## src/hw/axil_sr_cfg.svh

```systemverilog
`ifndef AXIL_SR_CFG_SVH
`define AXIL_SR_CFG_SVH

// bus widths
`define AXIL_ADDR_W 32
`define AXIL_DATA_W 32
`define SR_DATA_W   64

// log2 queue depths
`define WR_Q_LOG_DEPTH   3
`define RD_Q_LOG_DEPTH   3
`define BUF_Q_LOG_DEPTH  1
`define RESP_Q_LOG_DEPTH 3

// B response and R credit counters
`define RESP_CNT_W 8

`endif

```

## src/hw/axil_sr_pkg.sv

```systemverilog
package axil_sr_pkg;

    //////////////////////////////////////////////////
    // softreg side
    //////////////////////////////////////////////////

    typedef enum logic {
        SR_READ  = 1'b0,
        SR_WRITE = 1'b1
    } sr_op_t;

    // which 32-bit half of a 64-bit word comes next
    typedef enum logic {
        HALF_LO = 1'b0,
        HALF_HI = 1'b1
    } half_sel_t;

    //////////////////////////////////////////////////
    // axi side
    //////////////////////////////////////////////////

    typedef enum logic [1:0] {
        RESP_OKAY   = 2'b00,
        RESP_EXOKAY = 2'b01,
        RESP_SLVERR = 2'b10,
        RESP_DECERR = 2'b11
    } axi_resp_t;

endpackage

```

## src/hw/sr_req_if.sv

```systemverilog
`include "axil_sr_cfg.svh"

interface sr_req_if import axil_sr_pkg::*; ();

    logic                    valid;
    logic                    ready;
    sr_op_t                  op;
    logic [`AXIL_ADDR_W-1:0] addr;
    logic [`SR_DATA_W-1:0]   data;

    // source holds op, addr and data steady while valid waits for ready
    modport source (
        output valid, op, addr, data,
        input  ready
    );

    modport sink (
        input  valid, op, addr, data,
        output ready
    );

endinterface

```

## src/hw/sr_fifo.sv

```systemverilog
module sr_fifo #(
    parameter int WIDTH     = 32,
    parameter int LOG_DEPTH = 3
) (
    input  logic             clk,
    input  logic             rst,
    input  logic             push,
    input  logic [WIDTH-1:0] push_data,
    output logic             full,
    input  logic             pop,
    output logic [WIDTH-1:0] head,
    output logic             empty
);

    localparam int DEPTH = 2 ** LOG_DEPTH;
    localparam logic [LOG_DEPTH:0] FULL_CNT = DEPTH[LOG_DEPTH:0];

    logic [WIDTH-1:0]     mem [DEPTH];
    logic [LOG_DEPTH-1:0] wr_ptr;
    logic [LOG_DEPTH-1:0] rd_ptr;
    logic [LOG_DEPTH:0]   count;
    logic                 do_push;
    logic                 do_pop;

    assign full    = (count == FULL_CNT);
    assign empty   = (count == '0);
    assign do_push = push && !full;
    assign do_pop  = pop && !empty;

    // oldest entry shows with no read latency
    assign head = mem[rd_ptr];

    always_ff @(posedge clk) begin
        if (do_push) begin
            mem[wr_ptr] <= push_data;
        end
    end

    always_ff @(posedge clk) begin
        if (rst) begin
            wr_ptr <= '0;
            rd_ptr <= '0;
            count  <= '0;
        end else begin
            if (do_push) begin
                wr_ptr <= wr_ptr + 1'b1;
            end
            if (do_pop) begin
                rd_ptr <= rd_ptr + 1'b1;
            end
            count <= count + {{LOG_DEPTH{1'b0}}, do_push} - {{LOG_DEPTH{1'b0}}, do_pop};
        end
    end

endmodule

```

## src/hw/axil_write_pairer.sv

```systemverilog
`include "axil_sr_cfg.svh"

module axil_write_pairer import axil_sr_pkg::*; (
    input  logic                    clk,
    input  logic                    rst,
    input  logic                    awvalid,
    input  logic [`AXIL_ADDR_W-1:0] awaddr,
    output logic                    awready,
    input  logic                    wvalid,
    input  logic [`AXIL_DATA_W-1:0] wdata,
    output logic                    wready,
    output logic                    bvalid,
    output axi_resp_t               bresp,
    input  logic                    bready,
    sr_req_if.source                wr_req
);

    logic                    aw_hs, w_hs, b_hs, wr_xfer;
    half_sel_t               aw_half, w_half;
    logic                    addr_push, addr_full, addr_empty;
    logic [`AXIL_ADDR_W-1:0] addr_head;
    logic                    lo_push, lo_full, lo_empty;
    logic                    hi_push, hi_full, hi_empty;
    logic [`AXIL_DATA_W-1:0] lo_head, hi_head;
    logic [`RESP_CNT_W-1:0]  b_cnt;

    //////////////////////////////////////////////////
    // address channel, keep the first of each pair
    //////////////////////////////////////////////////

    assign awready   = !addr_full;
    assign aw_hs     = awvalid && awready;
    assign addr_push = aw_hs && (aw_half == HALF_LO);

    sr_fifo #(.WIDTH(`AXIL_ADDR_W), .LOG_DEPTH(`WR_Q_LOG_DEPTH)) u_addr_q (
        .clk(clk), .rst(rst),
        .push(addr_push), .push_data(awaddr), .full(addr_full),
        .pop(wr_xfer), .head(addr_head), .empty(addr_empty)
    );

    //////////////////////////////////////////////////
    // data channel, alternate low and high queues
    //////////////////////////////////////////////////

    // room in both so the beat lands regardless of which half is next
    assign wready  = !lo_full && !hi_full;
    assign w_hs    = wvalid && wready;
    assign lo_push = w_hs && (w_half == HALF_LO);
    assign hi_push = w_hs && (w_half == HALF_HI);

    sr_fifo #(.WIDTH(`AXIL_DATA_W), .LOG_DEPTH(`WR_Q_LOG_DEPTH)) u_lo_q (
        .clk(clk), .rst(rst),
        .push(lo_push), .push_data(wdata), .full(lo_full),
        .pop(wr_xfer), .head(lo_head), .empty(lo_empty)
    );

    sr_fifo #(.WIDTH(`AXIL_DATA_W), .LOG_DEPTH(`WR_Q_LOG_DEPTH)) u_hi_q (
        .clk(clk), .rst(rst),
        .push(hi_push), .push_data(wdata), .full(hi_full),
        .pop(wr_xfer), .head(hi_head), .empty(hi_empty)
    );

    always_ff @(posedge clk) begin
        if (rst) begin
            aw_half <= HALF_LO;
            w_half  <= HALF_LO;
            b_cnt   <= '0;
        end else begin
            if (aw_hs) begin
                aw_half <= (aw_half == HALF_LO) ? HALF_HI : HALF_LO;
            end
            if (w_hs) begin
                w_half <= (w_half == HALF_LO) ? HALF_HI : HALF_LO;
            end
            // one B response owed per accepted W beat
            case ({w_hs, b_hs})
                2'b10:   b_cnt <= b_cnt + 1'b1;
                2'b01:   b_cnt <= b_cnt - 1'b1;
                default: b_cnt <= b_cnt;
            endcase
        end
    end

    assign bvalid = (b_cnt != '0);
    assign bresp  = RESP_OKAY;
    assign b_hs   = bvalid && bready;

    // paired request once address and both halves are present
    assign wr_req.valid = !addr_empty && !lo_empty && !hi_empty;
    assign wr_req.op    = SR_WRITE;
    assign wr_req.addr  = addr_head;
    assign wr_req.data  = {hi_head, lo_head};
    assign wr_xfer      = wr_req.valid && wr_req.ready;

endmodule

```

## src/hw/axil_read_pairer.sv

```systemverilog
`include "axil_sr_cfg.svh"

module axil_read_pairer import axil_sr_pkg::*; (
    input  logic                    clk,
    input  logic                    rst,
    input  logic                    arvalid,
    input  logic [`AXIL_ADDR_W-1:0] araddr,
    output logic                    arready,
    sr_req_if.source                rd_req,
    output logic                    ar_accept
);

    logic                    ar_hs;
    half_sel_t               ar_half;
    logic                    q_push, q_pop, q_full, q_empty;
    logic [`AXIL_ADDR_W-1:0] q_head;

    assign arready = !q_full;
    assign ar_hs   = arvalid && arready;

    // only the first beat of a pair becomes a softreg read
    assign q_push = ar_hs && (ar_half == HALF_LO);

    // every beat earns one R credit downstream
    assign ar_accept = ar_hs;

    always_ff @(posedge clk) begin
        if (rst) begin
            ar_half <= HALF_LO;
        end else if (ar_hs) begin
            ar_half <= (ar_half == HALF_LO) ? HALF_HI : HALF_LO;
        end
    end

    sr_fifo #(.WIDTH(`AXIL_ADDR_W), .LOG_DEPTH(`RD_Q_LOG_DEPTH)) u_ar_q (
        .clk      (clk),
        .rst      (rst),
        .push     (q_push),
        .push_data(araddr),
        .full     (q_full),
        .pop      (q_pop),
        .head     (q_head),
        .empty    (q_empty)
    );

    //////////////////////////////////////////////////
    // read request out
    //////////////////////////////////////////////////

    assign rd_req.valid = !q_empty;
    assign rd_req.op    = SR_READ;
    assign rd_req.addr  = q_head;
    assign rd_req.data  = '0;
    assign q_pop        = rd_req.valid && rd_req.ready;

endmodule

```

## src/hw/sr_req_arbiter.sv

```systemverilog
`include "axil_sr_cfg.svh"

module sr_req_arbiter import axil_sr_pkg::*; (
    input  logic   clk,
    input  logic   rst,
    sr_req_if.sink wr_req,
    sr_req_if.sink rd_req,
    sr_req_if.source sr_out
);

    localparam int REQ_W  = 1 + `AXIL_ADDR_W + `SR_DATA_W;
    localparam int ADDR_HI = REQ_W - 2;

    logic             take_wr;
    logic             take_rd;
    logic             buf_push;
    logic             buf_pop;
    logic             buf_full;
    logic             buf_empty;
    logic [REQ_W-1:0] buf_in;
    logic [REQ_W-1:0] buf_head;

    //////////////////////////////////////////////////
    // write over read
    //////////////////////////////////////////////////

    assign wr_req.ready = !buf_full;
    assign rd_req.ready = !buf_full && !wr_req.valid;

    assign take_wr  = wr_req.valid && wr_req.ready;
    assign take_rd  = rd_req.valid && rd_req.ready;
    assign buf_push = take_wr || take_rd;

    assign buf_in = take_wr ? {wr_req.op, wr_req.addr, wr_req.data}
                            : {rd_req.op, rd_req.addr, rd_req.data};

    // timing buffer in front of the softreg port
    sr_fifo #(.WIDTH(REQ_W), .LOG_DEPTH(`BUF_Q_LOG_DEPTH)) u_buf_q (
        .clk      (clk),
        .rst      (rst),
        .push     (buf_push),
        .push_data(buf_in),
        .full     (buf_full),
        .pop      (buf_pop),
        .head     (buf_head),
        .empty    (buf_empty)
    );

    assign sr_out.valid = !buf_empty;
    assign sr_out.op    = sr_op_t'(buf_head[REQ_W-1]);
    assign sr_out.addr  = buf_head[ADDR_HI -: `AXIL_ADDR_W];
    assign sr_out.data  = buf_head[`SR_DATA_W-1:0];

    // head stays put until the softreg side grants it
    assign buf_pop = sr_out.valid && sr_out.ready;

endmodule

```

## src/hw/sr_read_responder.sv

```systemverilog
`include "axil_sr_cfg.svh"

module sr_read_responder import axil_sr_pkg::*; (
    input  logic                    clk,
    input  logic                    rst,
    input  logic                    resp_valid,
    input  logic [`SR_DATA_W-1:0]   resp_data,
    output logic                    resp_grant,
    input  logic                    ar_accept,
    output logic                    rvalid,
    output logic [`AXIL_DATA_W-1:0] rdata,
    output axi_resp_t               rresp,
    input  logic                    rready
);

    logic                   q_push;
    logic                   q_pop;
    logic                   q_full;
    logic                   q_empty;
    logic [`SR_DATA_W-1:0]  q_head;
    logic                   r_hs;
    half_sel_t              r_half;
    logic [`RESP_CNT_W-1:0] credit;

    //////////////////////////////////////////////////
    // softreg response capture
    //////////////////////////////////////////////////

    assign q_push     = resp_valid && !q_full;
    assign resp_grant = q_push;

    sr_fifo #(.WIDTH(`SR_DATA_W), .LOG_DEPTH(`RESP_Q_LOG_DEPTH)) u_resp_q (
        .clk      (clk),
        .rst      (rst),
        .push     (q_push),
        .push_data(resp_data),
        .full     (q_full),
        .pop      (q_pop),
        .head     (q_head),
        .empty    (q_empty)
    );

    //////////////////////////////////////////////////
    // R beats, low half then high half
    //////////////////////////////////////////////////

    // no data goes out before its address beat was taken
    assign rvalid = !q_empty && (credit != '0);
    assign rdata  = (r_half == HALF_LO) ? q_head[`AXIL_DATA_W-1:0]
                                        : q_head[`SR_DATA_W-1 -: `AXIL_DATA_W];
    assign rresp  = RESP_OKAY;
    assign r_hs   = rvalid && rready;
    assign q_pop  = r_hs && (r_half == HALF_HI);

    always_ff @(posedge clk) begin
        if (rst) begin
            r_half <= HALF_LO;
            credit <= '0;
        end else begin
            if (r_hs) begin
                r_half <= (r_half == HALF_LO) ? HALF_HI : HALF_LO;
            end
            case ({ar_accept, r_hs})
                2'b10:   credit <= credit + 1'b1;
                2'b01:   credit <= credit - 1'b1;
                default: credit <= credit;
            endcase
        end
    end

endmodule

```

## src/hw/axil_sr_bridge.sv

```systemverilog
`include "axil_sr_cfg.svh"

module axil_sr_bridge import axil_sr_pkg::*; (
    input  logic                    clk,
    input  logic                    rst,
    // write address
    input  logic                    awvalid,
    input  logic [`AXIL_ADDR_W-1:0] awaddr,
    output logic                    awready,
    // write data
    input  logic                    wvalid,
    input  logic [`AXIL_DATA_W-1:0] wdata,
    output logic                    wready,
    // write response
    output logic                    bvalid,
    output axi_resp_t               bresp,
    input  logic                    bready,
    // read address
    input  logic                    arvalid,
    input  logic [`AXIL_ADDR_W-1:0] araddr,
    output logic                    arready,
    // read data
    output logic                    rvalid,
    output logic [`AXIL_DATA_W-1:0] rdata,
    output axi_resp_t               rresp,
    input  logic                    rready,
    // softreg requests
    output logic                    softreg_req_valid,
    output sr_op_t                  softreg_req_op,
    output logic [`AXIL_ADDR_W-1:0] softreg_req_addr,
    output logic [`SR_DATA_W-1:0]   softreg_req_data,
    input  logic                    softreg_req_grant,
    // softreg responses
    input  logic                    softreg_resp_valid,
    input  logic [`SR_DATA_W-1:0]   softreg_resp_data,
    output logic                    softreg_resp_grant
);

    logic ar_accept;

    sr_req_if wr_req ();
    sr_req_if rd_req ();
    sr_req_if sr_out ();

    axil_write_pairer u_wr_pair (
        .clk(clk), .rst(rst),
        .awvalid(awvalid), .awaddr(awaddr), .awready(awready),
        .wvalid(wvalid), .wdata(wdata), .wready(wready),
        .bvalid(bvalid), .bresp(bresp), .bready(bready),
        .wr_req(wr_req)
    );

    axil_read_pairer u_rd_pair (
        .clk(clk), .rst(rst),
        .arvalid(arvalid), .araddr(araddr), .arready(arready),
        .rd_req(rd_req), .ar_accept(ar_accept)
    );

    sr_req_arbiter u_arb (
        .clk(clk), .rst(rst),
        .wr_req(wr_req), .rd_req(rd_req), .sr_out(sr_out)
    );

    sr_read_responder u_rd_resp (
        .clk(clk), .rst(rst),
        .resp_valid(softreg_resp_valid), .resp_data(softreg_resp_data),
        .resp_grant(softreg_resp_grant), .ar_accept(ar_accept),
        .rvalid(rvalid), .rdata(rdata), .rresp(rresp), .rready(rready)
    );

    // softreg request port
    assign softreg_req_valid = sr_out.valid;
    assign softreg_req_op    = sr_out.op;
    assign softreg_req_addr  = sr_out.addr;
    assign softreg_req_data  = sr_out.data;
    assign sr_out.ready      = softreg_req_grant;

endmodule

```

## config.mk

```make
export PLATFORM = sky130hd
export DESIGN_NAME = axil_sr_bridge
export DESIGN_NICKNAME = d
export VERILOG_FILES = /design/src/hw/axil_sr_pkg.sv /design/src/hw/sr_req_if.sv /design/src/hw/sr_fifo.sv /design/src/hw/axil_write_pairer.sv /design/src/hw/axil_read_pairer.sv /design/src/hw/sr_req_arbiter.sv /design/src/hw/sr_read_responder.sv /design/src/hw/axil_sr_bridge.sv
export VERILOG_INCLUDE_DIRS = /design/src /design/src/hw
export SDC_FILE = /design/constraint.sdc
export NUM_CORES = 2
export LEC_CHECK = 0
export ABC_AREA = 1
export ABC_CLOCK_PERIOD_IN_PS = 7850
export BUFFER_PORTS_ARGS = -buffer_cell sky130_fd_sc_hd__buf_4
export CORE_UTILIZATION = 45
export DETAILED_ROUTE_END_ITERATION = 7
export GPL_TIMING_DRIVEN = 1
export HOLD_SLACK_MARGIN = 0.06
export SLEW_MARGIN = 25
export SYNTH_ARGS = -nofsm -noshare
export SYNTH_HDL_FRONTEND = slang
export SYNTH_HIERARCHICAL = 1
export SYNTH_SLANG_ARGS = --single-unit
```

## constraint.sdc

```tcl
create_clock -name clk -period 7.85 [get_ports clk]
set_clock_uncertainty 0.05 [all_clocks]
set_input_delay 1.57 -clock clk [delete_from_list [all_inputs] [get_ports clk]]
set_output_delay 1.57 -clock clk [all_outputs]
set_load 0.01 [all_outputs]
```

==> reports/metrics.cfg <==
[sta]
layout_min_cycle_time_ns=5.50
maxSlewHeadroom=0.291
fin_max_slew_vios=0
report.final.setup_viol=0
post-route-worst-setup-slack_ns=2.35
fin_tns_setup_ns=0
rsz0062_at_grt=false
finalCritPeriodShare=0.701
worst_margin_pin_slew_ns=1.06
fmax_mhz=182
report.final.hold_viol_count=0

[route]
drt-vias-per-instance=4.82
wirelength_mm=200
drtPass1Iterations=6
initialDrtViolationCount=3666
wire_per_inst_um=18.1
routed-via-count=53100
ant_nets=0
drc=0

[clock_tree]
cts-htree-levels=4
path_clk_slew_ns=0.06
holdBufCountCts=0
clock-root-buffer=sky130_fd_sc_hd__clkbuf_16
postCtsSetupRepairBufs=0
cts_sinks=1820
cts.repair.resized=0
cts-buffers-inserted=192
insertion_delay_ns=0.84
clock_tree_from_tritoncts=built
cts_max_path_buffers=3

[power]
powerDensity_nw_per_um2=301
cellLeakagePower_nw=41.4
ir_drop_worst_vdd_uv=201
total_power_mw=27.6

[global_routing]
pin_count_of_the_biggest_net_entering_global_routing=210
first_global_vias=51300
global_route.overflow_total=0
grt_antenna_before_repair=23
grt_pass1_wl_mm=304
gr-usage-all-layers=0.216

[placed_design]
hpwlAfterDp_mm=114
gpl.final_weighted_congestion=0.809
post-place-cells=10600
port-buffer-count=304
place_ws_ns=3.03
placed_cell_area_um2=85800

[die]
ios=309
die_width_um=428
die_height_um=428
design.die.area_um2=184000
placementRows=156
starting_density=0.453
core_region_um2=181000

[logic_synthesis]
async_flop_share=0
yosysWarnings=6
synth_largest_type_area_fraction=0.635
syn-mean-instance-area_um2=9.94
ys_types=39
netlist_area_um2=81800
synth_sequential_area_ratio=0.657
most_numerous_cell_in_the_yosys_netlist=sky130_fd_sc_hd__nand2_1
synth.top_cells.by_area=sky130_fd_sc_hd__edfxtp_1 63%, sky130_fd_sc_hd__nand2_1 14%, sky130_fd_sc_hd__inv_1 7.7%
postSynthCellCount=8232
ys_ff_latch=1820
synth_edf_count=1730
synth_top_cell_by_area=sky130_fd_sc_hd__edfxtp_1
synthFlopType=sky130_fd_sc_hd__edfxtp_1
synth.cells.most_frequent=2,951 x sky130_fd_sc_hd__nand2_1, 1,730 x sky130_fd_sc_hd__edfxtp_1, 1,683 x sky130_fd_sc_hd__inv_1, 910 x sky130_fd_sc_hd__nand3_1, 173 x sky130_fd_sc_hd__nor2_1

[worst_setup_path]
category_of_the_worst_setup_path_capture_point=output port
required_time_reported_for_the_critical_path_endpoint_ns=6.23
critPathArrivalTime_ns=3.88
crit_fanout=76
r2r_setup_slack_ns=3.81
critPathLaunchType=flop
critical_path_class=reg2out

[run]
maxCapViolations=0

[final_layout]
layout_cell_share_with_drive_strength_beyond_1=0.0992
design.final.nets=8697
p_r_area_growth_vs_syn_pct=12.1
layout.cells.non_filler=11000
stdcell_area_um2=91700

[hold_path]
min-delay-path-class=reg2reg

[run_status]
run_status=finished, final reports clean

-- through the flow --
step	hold slack [ns]	utilization
3_5_place_dp	0.423	0.475
2_1_floorplan	0.391	-
4_1_cts	0.433	0.507
5_1_grt	0.465	0.508
6_report	0.425	0.508
3_3_place_gp	0.407	0.474
-- registers in the layout, summed over array words and instances, names as in the netlist, 4 cells and up, named ones only --
| name | cells |
|---|---|
| u_wr_pair/b_cnt | 8 |
| u_wr_pair/u_addr_q/count | 4 |
| u_rd_pair/u_ar_q/count | 4 |
| u_wr_pair/u_lo_q/count | 4 |
| u_rd_pair/u_ar_q/mem | 256 |
| u_wr_pair/u_lo_q/mem | 256 |
| u_wr_pair/u_hi_q/count | 4 |
| u_arb/u_buf_q/mem | 194 |
| u_rd_resp/u_resp_q/mem | 512 |
| u_wr_pair/u_addr_q/mem | 256 |
| u_wr_pair/u_hi_q/mem | 256 |
| u_rd_resp/credit | 8 |
| u_rd_resp/u_resp_q/count | 4 |
-- cell usage in the layout (no fill, tap or decap), types with 9 or more instances in the layout --
cell	synthesis	layout
sky130_fd_sc_hd__mux2_2	67	67
sky130_fd_sc_hd__mux2_4	30	30
sky130_fd_sc_hd__nand3_1	910	910
sky130_fd_sc_hd__clkbuf_16	0	196
sky130_fd_sc_hd__inv_1	1683	1677
sky130_fd_sc_hd__diode_2	0	12
sky130_fd_sc_hd__dfxtp_1	90	77
sky130_fd_sc_hd__nand2_1	2951	2951
sky130_fd_sc_hd__nor2_1	173	132
sky130_fd_sc_hd__o21ai_0	9	9
sky130_fd_sc_hd__clkbuf_1	49	44
sky130_fd_sc_hd__clkinv_2	0	49
sky130_fd_sc_hd__clkinv_1	0	49
sky130_fd_sc_hd__conb_1	4	70
sky130_fd_sc_hd__inv_2	16	10
sky130_fd_sc_hd__buf_4	128	378
sky130_fd_sc_hd__ha_1	51	51
sky130_fd_sc_hd__nor2_4	0	41
sky130_fd_sc_hd__nand3b_1	15	15
sky130_fd_sc_hd__edfxtp_1	1730	1730
sky130_fd_sc_hd__a21oi_1	30	30
-- critical path, stage by stage, from the launching register on --
cell and delay, ns:
sky130_fd_sc_hd__dfxtp_4 0.56, sky130_fd_sc_hd__inv_4 0.82, sky130_fd_sc_hd__buf_4 0.71, sky130_fd_sc_hd__nand3_1 0.16
sky130_fd_sc_hd__nand2_1 0.10, sky130_fd_sc_hd__nand2_1 0.06, sky130_fd_sc_hd__nand2_1 0.12, sky130_fd_sc_hd__nand2_1 0.07
sky130_fd_sc_hd__nand2_1 0.23, sky130_fd_sc_hd__buf_4 0.16
-- final timing paths --
path | cells after the start | end | from
max | 9 | rdata[19] | flop
min | 2 | u_wr_pair/aw_half$_SDFFE_PP0P_ | u_wr_pair/aw_half$_SDFFE_PP0P_
max reg2reg | 10 | u_rd_resp/u_resp_q/mem[6][31]$_DFFE_PP_ | u_rd_resp/u_resp_q/count[2]$_SDFF_PP0_
min reg2reg | 2 | u_wr_pair/aw_half$_SDFFE_PP0P_ | u_wr_pair/aw_half$_SDFFE_PP0P_
-- cell type report --
cell class / instances / area (um^2)
tap: 2370 / 2970
multi-input combinational: 4368 / 19600
fill: 16000 / 89000
sequential: 1820 / 53800
clock buffer: 243 / 5110
timing repair buffer: 389 / 3050
antenna: 12 / 30.0
inverter: 1699 / 6400
clock inverter: 116 / 778
-- routing by layer --
layer,share of wire,vias up,GRT usage
met5,0.00060,-,0
li1,-,26200,-
met2,0.50,1212,0.373
met1,0.42,25400,0.274
met4,0.032,22,0.0796
met3,0.051,301,0.0344
-- kinds of logic after synthesis --
kind of cell / share of synthesized area
mux: 0.0147
xor+xnor: 0.00106
flops: 0.657
buf+inv: 0.110
fa+ha+maj: 0.00951
compound gates: 0.00424
simple gates: 0.203
other cells: 0.000183
-- power by group --
group / internal [mW] / switching (mW)
sequential: 12.0 / 0.408
clock: 4.77 / 3.73
combinational: 2.20 / 4.47
total: 19.0 / 8.61
Power figures use the tool's default switching activity.
